File: src/common/eval_params.svh
`ifndef EVAL_PARAMS_SVH
`define EVAL_PARAMS_SVH

// Board geometry
`define SQUARES           64
`define RANKS             8
`define PIECE_WIDTH       4          // Colour bit over a 3-bit type
`define BOARD_WIDTH       256        // Square 0 in the low nibble

// Square encoding
`define PIECE_BLACK_BIT   3
`define PIECE_EMPTY       3'd0
`define PIECE_PAWN        3'd1
`define PIECE_KNIGHT      3'd2
`define PIECE_BISHOP      3'd3
`define PIECE_ROOK        3'd4
`define PIECE_QUEEN       3'd5
`define PIECE_KING        3'd6
`define PIECE_UNUSED      3'd7       // Reads as an empty square

// Score and phase arithmetic
`define EVAL_WIDTH        24
`define PHASE_MAX         62
`define PHASE_SCALE_SHIFT 20
`define PHASE_RECIP       16912      // 2^20 / 62, truncated
`define BLEND_WIDTH       48
`define LATENCY_COUNT     5          // Blend pipeline settle time

// Piece values, middle game then end game
`define MG_PAWN           82
`define MG_KNIGHT         337
`define MG_BISHOP         365
`define MG_ROOK           477
`define MG_QUEEN          1025
`define EG_PAWN           94
`define EG_KNIGHT         281
`define EG_BISHOP         297
`define EG_ROOK           512
`define EG_QUEEN          936

`endif
File: src/common/eval_pkg.sv
`default_nettype none

`include "eval_params.svh"

package eval_pkg;

   typedef logic [`PIECE_WIDTH-1:0] piece_t;           // One square
   typedef logic [`BOARD_WIDTH-1:0] board_t;           // Whole board, rank by rank
   typedef logic signed [`EVAL_WIDTH-1:0] score_t;     // Positive favours white
   typedef logic [31:0] material_t;                    // Per-side total
   typedef logic [5:0] phase_t;                        // 0 to 62
   typedef logic [6:0] occ_count_t;                    // 0 to 64 pieces
   typedef logic signed [`BLEND_WIDTH-1:0] blend_t;    // Taper intermediate

   // Controller sequence for one board
   typedef enum logic [2:0] {
      eval_idle,
      eval_wait_attacking_done,
      eval_wait_terms,
      eval_wait_latency,
      eval_wait_clear
   } eval_state_t;

endpackage

`default_nettype wire

File: src/hw/evaluate_top.sv
`default_nettype none

`include "eval_params.svh"

module evaluate_top (
   input  logic                clk,
   input  logic                reset,
   input  logic                board_valid,
   input  eval_pkg::board_t    board_in,
   input  logic                is_attacking_done,
   input  logic                clear_eval,
   output eval_pkg::score_t    eval,
   output logic                eval_valid,
   output eval_pkg::material_t material_white,
   output eval_pkg::material_t material_black
);
   import eval_pkg::*;

   board_t board;                             // Captured copy
   logic   start;
   logic   material_done;
   logic   phase_done;
   score_t score_mg;
   score_t score_eg;
   phase_t phase;

   eval_control eval_control_i (
      .clk               (clk),
      .reset             (reset),
      .board_valid       (board_valid),
      .board_in          (board_in),
      .is_attacking_done (is_attacking_done),
      .clear_eval        (clear_eval),
      .material_done     (material_done),
      .phase_done        (phase_done),
      .board             (board),
      .start             (start),
      .eval_valid        (eval_valid)
   );

   material_eval material_eval_i (
      .clk            (clk),
      .reset          (reset),
      .start          (start),
      .clear_eval     (clear_eval),
      .board          (board),
      .score_mg       (score_mg),
      .score_eg       (score_eg),
      .material_white (material_white),
      .material_black (material_black),
      .material_done  (material_done)
   );

   occupancy_phase occupancy_phase_i (
      .clk        (clk),
      .reset      (reset),
      .start      (start),
      .clear_eval (clear_eval),
      .board      (board),
      .phase      (phase),
      .phase_done (phase_done)
   );

   taper_blend taper_blend_i (               // Runs every cycle
      .clk      (clk),
      .score_mg (score_mg),
      .score_eg (score_eg),
      .phase    (phase),
      .eval     (eval)
   );

endmodule

`default_nettype wire

File: src/evaluate/taper_blend.sv
`default_nettype none

`include "eval_params.svh"

module taper_blend (
   input  logic             clk,
   input  eval_pkg::score_t score_mg,
   input  eval_pkg::score_t score_eg,
   input  eval_pkg::phase_t phase,
   output eval_pkg::score_t eval
);
   import eval_pkg::*;

   localparam blend_t SCALE_DIV = blend_t'(1) <<< `PHASE_SCALE_SHIFT; // Fixed-point unit

   phase_t eg_weight;                         // Share of the end-game score
   blend_t mg_part;
   blend_t eg_part;
   blend_t blend_sum;
   blend_t blend_scaled;

   assign eg_weight = phase_t'(`PHASE_MAX) - phase;

   // Result = (mg * phase + eg * (62 - phase)) / 62 in fixed point
   always_ff @(posedge clk)
   begin
      mg_part      <= blend_t'(score_mg) * blend_t'(phase);       // Stage 1 with phase zero-extended
      eg_part      <= blend_t'(score_eg) * blend_t'(eg_weight);
      blend_sum    <= mg_part + eg_part;                          // Stage 2
      blend_scaled <= blend_sum * blend_t'(`PHASE_RECIP);         // Stage 3
      eval         <= score_t'(blend_scaled / SCALE_DIV);         // Stage 4 rounds toward zero
   end

endmodule

`default_nettype wire

File: src/evaluate/occupancy_phase.sv
`default_nettype none

`include "eval_params.svh"

module occupancy_phase (
   input  logic             clk,
   input  logic             reset,
   input  logic             start,
   input  logic             clear_eval,
   input  eval_pkg::board_t board,
   output eval_pkg::phase_t phase,
   output logic             phase_done
);
   import eval_pkg::*;

   logic [`SQUARES-1:0] occupied;             // One bit per square
   piece_t              sq_piece;
   occ_count_t          popcount;
   occ_count_t          occ_count;            // Registered on start
   logic                count_valid;

   always_comb
   begin
      occupied = '0;
      popcount = '0;
      sq_piece = '0;
      for (int sq = 0; sq < `SQUARES; sq++)
      begin
         sq_piece = board[sq * `PIECE_WIDTH +: `PIECE_WIDTH];
         occupied[sq] = (sq_piece[2:0] != `PIECE_EMPTY) &&
                        (sq_piece[2:0] != `PIECE_UNUSED);
      end
      for (int sq = 0; sq < `SQUARES; sq++)
         popcount = popcount + occ_count_t'(occupied[sq]);
   end

   always_ff @(posedge clk)
   begin
      if (reset)
      begin
         count_valid <= 1'b0;
         phase_done  <= 1'b0;
      end
      else
      begin
         count_valid <= start;
         if (count_valid)
            phase_done <= 1'b1;               // Held until the result is consumed
         else if (clear_eval)
            phase_done <= 1'b0;
      end
   end

   always_ff @(posedge clk)
   begin
      if (start)
         occ_count <= popcount;
      if (count_valid)
         phase <= (occ_count > `PHASE_MAX) ? phase_t'(`PHASE_MAX)
                                           : phase_t'(occ_count); // Clamp 63 and 64
   end

endmodule

`default_nettype wire

File: src/evaluate/material_eval.sv
`default_nettype none

`include "eval_params.svh"

module material_eval (
   input  logic                clk,
   input  logic                reset,
   input  logic                start,
   input  logic                clear_eval,
   input  eval_pkg::board_t    board,
   output eval_pkg::score_t    score_mg,
   output eval_pkg::score_t    score_eg,
   output eval_pkg::material_t material_white,
   output eval_pkg::material_t material_black,
   output logic                material_done
);
   import eval_pkg::*;

   localparam int FILES = `SQUARES / `RANKS;  // Squares per rank

   logic [2:0] rank;                          // Rank being summed, idles at 0
   logic       scanning;
   logic       scan_last;                     // Final rank went in last cycle
   piece_t     piece;
   material_t  rank_mg_white;
   material_t  rank_mg_black;
   material_t  rank_eg_white;
   material_t  rank_eg_black;
   material_t  acc_mg_white;
   material_t  acc_mg_black;
   material_t  acc_eg_white;
   material_t  acc_eg_black;

   function automatic material_t mg_value(input piece_t p);
      case (p[2:0])
         `PIECE_PAWN:   mg_value = `MG_PAWN;
         `PIECE_KNIGHT: mg_value = `MG_KNIGHT;
         `PIECE_BISHOP: mg_value = `MG_BISHOP;
         `PIECE_ROOK:   mg_value = `MG_ROOK;
         `PIECE_QUEEN:  mg_value = `MG_QUEEN;
         `PIECE_KING:   mg_value = '0;
         default:       mg_value = '0;    // Empty or unused code
      endcase
   endfunction

   function automatic material_t eg_value(input piece_t p);
      case (p[2:0])
         `PIECE_PAWN:   eg_value = `EG_PAWN;
         `PIECE_KNIGHT: eg_value = `EG_KNIGHT;
         `PIECE_BISHOP: eg_value = `EG_BISHOP;
         `PIECE_ROOK:   eg_value = `EG_ROOK;
         `PIECE_QUEEN:  eg_value = `EG_QUEEN;
         default:       eg_value = '0;
      endcase
   endfunction

   // Sum the eight squares of the current rank per side
   always_comb
   begin
      rank_mg_white = '0;
      rank_mg_black = '0;
      rank_eg_white = '0;
      rank_eg_black = '0;
      piece         = '0;
      for (int f = 0; f < FILES; f++)
      begin
         piece = board[(rank * FILES + f) * `PIECE_WIDTH +: `PIECE_WIDTH];
         if (piece[`PIECE_BLACK_BIT])
         begin
            rank_mg_black = rank_mg_black + mg_value(piece);
            rank_eg_black = rank_eg_black + eg_value(piece);
         end
         else
         begin
            rank_mg_white = rank_mg_white + mg_value(piece);
            rank_eg_white = rank_eg_white + eg_value(piece);
         end
      end
   end

   always_ff @(posedge clk)
   begin
      if (reset)
      begin
         rank          <= '0;
         scanning      <= 1'b0;
         scan_last     <= 1'b0;
         material_done <= 1'b0;
      end
      else
      begin
         scan_last <= 1'b0;
         if (start)
            scanning <= 1'b1;                 // Rank 0 is summed on the start cycle
         if (start || scanning)
         begin
            rank <= rank + 1'b1;              // Wraps back to 0 after rank 7
            if (rank == 3'(`RANKS - 1))
            begin
               scanning  <= 1'b0;
               scan_last <= 1'b1;
            end
         end
         if (scan_last)
            material_done <= 1'b1;
         else if (clear_eval)
            material_done <= 1'b0;
      end
   end

   always_ff @(posedge clk)
   begin
      if (start)
      begin
         acc_mg_white <= rank_mg_white;       // Fresh board, drop old totals
         acc_mg_black <= rank_mg_black;
         acc_eg_white <= rank_eg_white;
         acc_eg_black <= rank_eg_black;
      end
      else if (scanning)
      begin
         acc_mg_white <= acc_mg_white + rank_mg_white;
         acc_mg_black <= acc_mg_black + rank_mg_black;
         acc_eg_white <= acc_eg_white + rank_eg_white;
         acc_eg_black <= acc_eg_black + rank_eg_black;
      end
      if (scan_last)
      begin
         score_mg       <= score_t'(acc_mg_white - acc_mg_black); // Wraps to signed
         score_eg       <= score_t'(acc_eg_white - acc_eg_black);
         material_white <= acc_mg_white;
         material_black <= acc_mg_black;
      end
   end

endmodule

`default_nettype wire

File: src/hw/eval_control.sv
`default_nettype none

`include "eval_params.svh"

module eval_control (
   input  logic             clk,
   input  logic             reset,
   input  logic             board_valid,
   input  eval_pkg::board_t board_in,
   input  logic             is_attacking_done,
   input  logic             clear_eval,
   input  logic             material_done,
   input  logic             phase_done,
   output eval_pkg::board_t board,
   output logic             start,
   output logic             eval_valid
);
   import eval_pkg::*;

   eval_state_t state;
   logic        board_valid_r;                // Previous board_valid for edge detect
   logic        board_edge;
   logic [2:0]  latency;                      // Blend pipeline wait

   assign board_edge = board_valid && !board_valid_r; // Low to high only

   always_ff @(posedge clk)
   begin
      if (reset)
      begin
         state         <= eval_idle;
         board_valid_r <= 1'b0;
         start         <= 1'b0;
         eval_valid    <= 1'b0;
         latency       <= '0;
      end
      else
      begin
         board_valid_r <= board_valid;        // Tracks in every state
         start         <= 1'b0;               // Single-cycle pulse
         case (state)
            eval_idle:
               if (board_edge)
                  state <= eval_wait_attacking_done;
            eval_wait_attacking_done:
               if (is_attacking_done)
               begin
                  start <= 1'b1;              // Kick both terms
                  state <= eval_wait_terms;
               end
            eval_wait_terms:
               if (material_done && phase_done)
               begin
                  latency <= '0;
                  state   <= eval_wait_latency;
               end
            eval_wait_latency:
            begin
               latency <= latency + 1'b1;
               if (latency == 3'(`LATENCY_COUNT - 1))
               begin
                  eval_valid <= 1'b1;         // Blend output has settled
                  state      <= eval_wait_clear;
               end
            end
            eval_wait_clear:
               if (clear_eval)
               begin
                  eval_valid <= 1'b0;
                  state      <= eval_idle;
               end
            default:
               state <= eval_idle;
         endcase
      end
   end

   // Board snapshot taken at the accepted edge only
   always_ff @(posedge clk)
   begin
      if (state == eval_idle && board_edge)
         board <= board_in;
   end

endmodule

`default_nettype wire

File: config.mk
export PLATFORM = sky130hd
export DESIGN_NAME = evaluate_top
export DESIGN_NICKNAME = d
export VERILOG_FILES = /design/src/common/eval_pkg.sv /design/src/hw/evaluate_top.sv /design/src/evaluate/taper_blend.sv /design/src/evaluate/occupancy_phase.sv /design/src/evaluate/material_eval.sv /design/src/hw/eval_control.sv
export VERILOG_INCLUDE_DIRS = /design/src /design/src/common
export SDC_FILE = /design/constraint.sdc
export NUM_CORES = 2
export LEC_CHECK = 0
export BUFFER_PORTS_ARGS = -buffer_cell sky130_fd_sc_hd__buf_4
export CAP_MARGIN = 20
export CORE_ASPECT_RATIO = 0.75
export CORE_MARGIN = 8
export CORE_UTILIZATION = 60
export DETAILED_ROUTE_END_ITERATION = 8
export PLACE_DENSITY_LB_ADDON = 0.1
export SKIP_CTS_REPAIR_TIMING = 1
export SLEW_MARGIN = 30
export SYNTH_ARGS = -nofsm -noshare
export SYNTH_HDL_FRONTEND = slang
export SYNTH_SLANG_ARGS = --single-unit
export TNS_END_PERCENT = 1
File: constraint.sdc
create_clock -name clk -period 30.7 [get_ports clk]
set_input_delay 1.535 -clock clk [delete_from_list [all_inputs] [get_ports clk]]
set_output_delay 1.535 -clock clk [all_outputs]
set_load 0.1 [all_outputs]
[Yosys cells after proc, flatten, opt, wreduce, memory -nomap -nowiden]
Cells that the tools add are included.
Cells by class
  equality and inequality tests: 115
  shift-type cells: 8
  multiply operators: 3
  reduce and logical (&&, ||, !) cells: 145
  multiplexer cells: 102
  bitwise logic cells: 3
  magnitude comparators: 1
  $add $sub $neg: 109
Operators with widths (count)
  $mux W32: 68
  $shiftx A256 B33 Y4: 7
  $add A32 B32 Y32: 32
  $pmux W11 S5: 8
  $add A7 B1 Y7: 62
  $pmux W10 S5: 8
  $shiftx A256 B9 Y4: 1
  $ne A3 B3 Y1 const B: 64
  $reduce_bool A3 Y1: 64
  $logic_and A1 B1 Y1: 67
  $mul A24 B7 Y31: 2
  $eq A3 B3 Y1 const B: 19
  $eq A3 B2 Y1 const B: 18
  $add A48 B48 Y48: 1
  $mul A48 B12 Y44 const B: 1
  $sub A24 B24 Y24: 2
  $add A6 B3 Y7 const B: 4
  $eq A3 B1 Y1 const B: 9
  $add A24 B1 Y24: 1
  $mux W3: 6
  $reduce_or A16 Y1: 1
  $pmux W3 S5: 1
  $add A6 B2 Y7 const B: 2
  $reduce_bool A2 Y1: 5
  19 further kinds: 33
Storage, ports and cells
  bits in registers: 738
  output and inout port bits: 89
  word-level logic and storage cells: 513

[Longest topological paths before layout]
  depth in word-level cells: 65
  gate-level depth with buffers: 68
  mapped depth without buffers: 61

[Hierarchy]
A second synthesis with hierarchy kept.
Unflattened totals
  cells, all modules: 6391
  area total of the unflattened synthesis: 62182.1 um^2
By module, submodules not included
  material_eval: area an instance 31969.4 um^2, cells an instance 3648, instances 1
  taper_blend: area an instance 18968.2 um^2, cells an instance 2073, instances 1
  eval_control: area an instance 8187.9 um^2, cells an instance 312, instances 1
  occupancy_phase: area an instance 3056.7 um^2, cells an instance 358, instances 1

[Worst setup path after synthesis]
OpenSTA, ideal clock, no wires.
  kind: input -> register
  from: in board_valid
  to: reg eval_control_i.board[0] (enable)
  path slack: 10304 ps
  cell stages on the path: 2
  buffers on the path: 0
  library setup time: 1186 ps
  arrival time: 19209 ps
  cells stage by stage: or3b_2 -> nor3_1
Between the ends
  cells in the longest elaborated chain, start to end: 2
RTL lines
  start: declaration: RTL line evaluate_top.sv:8  | input logic board_valid,
  $logic_and A1 B1 Y1: RTL line eval_control.sv:25  | assign board_edge = board_valid && !board_valid_r;
  $logic_and A1 B1 Y1: RTL line eval_control.sv:81  | if (state == eval_idle && board_edge)
  end signal: assignment: RTL line eval_control.sv:82  | board <= board_in;
  end: declaration: RTL line eval_control.sv:14  | output eval_pkg::board_t board,
No other way between the ends.
A chain may end at the register's enable or synchronous reset.

[Worst setup path after layout]
  from: reg material_eval_i.rank[0]
  to: reg material_eval_i.acc_mg_black[30] (data pin)
Between the ends
  cells in the longest elaborated chain, start to end: 22
  elaborated cells on any way between the ends: 88
  classes of those cells: 15 x add/sub; 40 x eq/ne; 8 x shift; 25 x mux
RTL lines
  start: declaration: RTL line material_eval.sv:21  | logic [2:0] rank;
  start signal: assignment: RTL line material_eval.sv:97  | rank <= rank + 1'b1;
  $add A6 B1 Y7: RTL line material_eval.sv:67  | piece = board[(rank * FILES + f) * `PIECE_WIDTH +: `PIECE_WIDTH];
  $shiftx A256 B33 Y4: RTL line material_eval.sv:67
  $eq A3 B3 Y1 (tied with other cells): RTL line material_eval.sv:35  | case (p[2:0])
  $pmux W11 S5: RTL line material_eval.sv:35
  $mux W32: RTL line material_eval.sv:68  | if (piece[`PIECE_BLACK_BIT])
  $add A32 B32 Y32: RTL line material_eval.sv:70  | rank_mg_black = rank_mg_black + mg_value(piece);
  $mux W32: RTL line material_eval.sv:68
  $add A32 B32 Y32: RTL line material_eval.sv:70
  (+6 left out)
  $mux W32: RTL line material_eval.sv:68
  $add A32 B32 Y32: RTL line material_eval.sv:70
  $mux W32: RTL line material_eval.sv:68
  $add A32 B32 Y32: RTL line material_eval.sv:70
  $mux W32 (*): RTL line material_eval.sv:68
  $add A32 B32 Y32: RTL line material_eval.sv:123  | acc_mg_black <= acc_mg_black + rank_mg_black;
  $mux W32: RTL line material_eval.sv:120  | else if (scanning)
  $mux W32 (*): RTL line material_eval.sv:113  | if (start)
  end signal: assignment: RTL line material_eval.sv:116  | acc_mg_black <= rank_mg_black;
  end signal: assignment: RTL line material_eval.sv:123
  end: declaration: RTL line material_eval.sv:30  | material_t acc_mg_black;
Every way passes the cells marked *; elsewhere a longest branch is shown, timed or not. The select of a mux whose other input is x is not followed.

==> flow_metrics.tcl <==
set metrics [dict create \
    synth_edf_count 493 \
    htree_levels 3 \
    drtPass1Iterations 5 \
    slew_headroom_pct 24.74 \
    status "completed" \
    routabilityCongestion 0.9590 \
    grt-ovfl-total 0 \
    arrival_ns 15.16 \
    finalSetupViolations 0 \
    grt_antenna_before_repair 5 \
    wl_per_cell_um 20.72 \
    hold_end "taper_blend_i.blend_scaled[8]$_DFF_P_" \
    path_common_cell "ha_1" \
    yosysWarnings 0 \
    numPortBuffers 349 \
    area_growth_pct 11.11 \
    drive_gt1_share_pct 12.25 \
    die_y_um 294.7 \
    ys_seq_area_share_pct 29.89 \
    drv_slew 0 \
    worstMarginPinSlew_ns 1.125 \
    path_clk_slew_ns 0.07 \
    cap_viol_max_count 0 \
    critPathSlowestCell "dfxtp_4" \
    syn_area_um2 62120 \
    fin_tns_setup_ns 0 \
    fmax_mhz 67.85 \
    rsz0062_at_grt "no" \
    synth_async_sr_flop_share_pct 0 \
    skew_ns 0.04090 \
    syn_area_per_cell_um2 9.729 \
    syn_inst 6385 \
    grt_pass1_wl_mm 265.3 \
    crit_path_end_kind "flip-flop" \
    fp.dieW_um 387.5 \
    core_area_um2 103000 \
    root_buffer "clkbuf_16" \
    grt_pass1_vias 47580 \
    drt_iter0_drc 4110 \
    reg2reg_depth 56 \
    hold-path-cell-count 0 \
    r2r_end "material_eval_i.acc_mg_black[30]$_SDFFCE_PP0N_" \
    dieArea_um2 114200 \
    ant_nets 0 \
    hold_path.class "flip-flop to flip-flop" \
    numCtsBuffers 72 \
    final_core_util_pct 67.01 \
    track_usage_pct 29.05 \
    synth_cell_types 98 \
    yosys_register_bits 681 \
    cp_max_fo 40 \
    dp_hpwl_mm 136.5 \
    cts_tree "built" \
    finalHoldViolCount 0 \
    vias 48570 \
    start_kind "flip-flop" \
    ff2ff_setup_slack_ns 15.96 \
    crit_type "flip-flop to flip-flop" \
    rows 102 \
    cts.sinks 681 \
    fin_crit_ns 14.74 \
    max_stage_delay_ns 0.70 \
    drc 0 \
    nets 7989 \
    ios 350 \
    wl_mm 168.6 \
    insertion_delay_ns 0.68 \
    cp.required_ns 31.12 \
    r2r_start "material_eval_i.rank[0]$_SDFFE_PP0N_" \
    synth_ff_type "edfxtp_1" \
    period_share_pct 48.01 \
    viasPerCell 5.969 \
    grt_max_degree 193 \
    hp-start "taper_blend_i.blend_sum[4]$_DFF_P_" \
    clockBufferDepth 3 \
    initial_core_util_pct 60.31 \
]
==> logic make-up (layout without fill, tap and decap cells) <==
group	count (synthesis)	after routing	synth area share (%)
and+or+nand+nor	1758	1758	13.95
adders and majority gates	1007	1007	24.20
xor gates and xnor gates	519	519	7.342
muxes	283	283	6.200
AOI/OAI and AO/OA	1316	1316	13.42
other	1	12	0.006037
DFF	681	681	29.89
buffers and inverters	820	1208	4.991
==> cell usage after synthesis (164+ instances only) <==
cell type | count | share of area, %
fa_1 | 324 | 10
inv_1 | 676 | 4.1
nand2_1 | 429 | 2.6
xor2_1 | 167 | 2.4
ha_1 | 682 | 14
a21o_1 | 164 | 2.0
a21oi_1 | 423 | 3.4
nor2_1 | 437 | 2.6
edfxtp_1 | 493 | 24
o21ai_0 | 272 | 2.2
dfxtp_1 | 188 | 6.1
and2_1 | 199 | 2.0
xnor2_1 | 351 | 4.9
==> metal layers <==
metal | vias to the layer above | global-route usage [%] | share of wire, %
met4 | 0 | 4.996 | 1.7
met3 | 187 | 6.923 | 9.8
met1 | 23590 | 44.08 | 47
met5 | - | 0 | 0
li1 | 23120 | - | -
met2 | 1666 | 42.68 | 41
==> area by class of cell <==
type                    instances  area [um2]
flip-flops and latches        681       18580
clock inverters                45       578.1
inverters                     677        2546
fillers                      8091       33980
diodes                          2       5.005
well taps                    1352        1692
repair buffers                397        3017
clock buffers                  89        1971
multi-input cells            4893       40620
==> through the flow <==
step	hold WS [ns]	cells	setup WS, ns	instance area, um2
finish	0.3626	8136	15.96	69020
global route	0.3704	8135	15.00	69010
CTS	0.3669	8133	16.09	68940
detailed placement	0.3566	7999	16.20	66390
global placement	0.3562	7999	16.61	66370
floorplan	0.3368	6394	10.30	62150
==> layout by cell type, fill, tap and decap left out, types with 166 or more instances in the layout <==
| cell | Yosys | final |
|---|---|---|
| a21oi_1 | 423 | 422 |
| and2_1 | 199 | 199 |
| buf_4 | 1 | 394 |
| dfxtp_1 | 188 | 183 |
| edfxtp_1 | 493 | 493 |
| fa_1 | 324 | 324 |
| ha_1 | 682 | 682 |
| inv_1 | 676 | 675 |
| nand2_1 | 429 | 429 |
| nor2_1 | 437 | 435 |
| o21ai_0 | 272 | 271 |
| xnor2_1 | 351 | 350 |
| xor2_1 | 167 | 166 |
==> worst max-delay path: cells and delay by family (launching register included) <==
family	cells	cell delay (ns)
XOR/XNOR	6	1.12
AO/OA/AOI/OAI	20	4.77
AND/OR/NAND/NOR	14	2.43
flip-flops	1	0.70
adder cells (fa/ha/maj)	9	3.16
buffers and inverters	2	0.73
multiplexers	5	1.57
==> flip-flops by register name (all words and copies together) (netlist names), 3 cells and up <==
register	flops
taper_blend_i.eg_part	31
material_eval_i.acc_mg_white	32
taper_blend_i.eval	24
material_eval_i.material_white	32
eval_control_i.state	3
eval_control_i.board	256
material_eval_i.acc_mg_black	32
taper_blend_i.mg_part	31
eval_control_i.latency	3
material_eval_i.score_eg	24
material_eval_i.acc_eg_white	24
taper_blend_i.blend_scaled	41
occupancy_phase_i.occ_count	7
material_eval_i.score_mg	24
material_eval_i.material_black	32
taper_blend_i.blend_sum	44
material_eval_i.rank	3
material_eval_i.acc_eg_black	24
occupancy_phase_i.phase	6
==> worst max path at each step <==
| stage | from | end | slack, ns | depth (start not counted) |
|---|---|---|---|---|
| final | material_eval_i.rank[0]$_SDFFE_PP0N_ | material_eval_i.acc_mg_black[30]$_SDFFCE_PP0N_ | 15.96 | 56 |
| after detailed placement | material_eval_i.rank[0]$_SDFFE_PP0N_ | material_eval_i.acc_mg_white[28]$_SDFFCE_PP0N_ | 16.20 | 56 |
| after global placement | material_eval_i.rank[0]$_SDFFE_PP0N_ | material_eval_i.acc_mg_white[28]$_SDFFCE_PP0N_ | 16.61 | 54 |
| after floorplan | board_valid | eval_control_i.board[0]$_DFFE_PP_ | 10.30 | 2 |
| after global routing | material_eval_i.rank[0]$_SDFFE_PP0N_ | material_eval_i.acc_mg_white[19]$_SDFFCE_PP0N_ | 15.00 | 58 |
| after CTS | material_eval_i.rank[0]$_SDFFE_PP0N_ | material_eval_i.acc_mg_white[28]$_SDFFCE_PP0N_ | 16.09 | 56 |
Power is not shown: default switching activity piles up to over one toggle a cycle in this logic, so the estimate is an artifact.
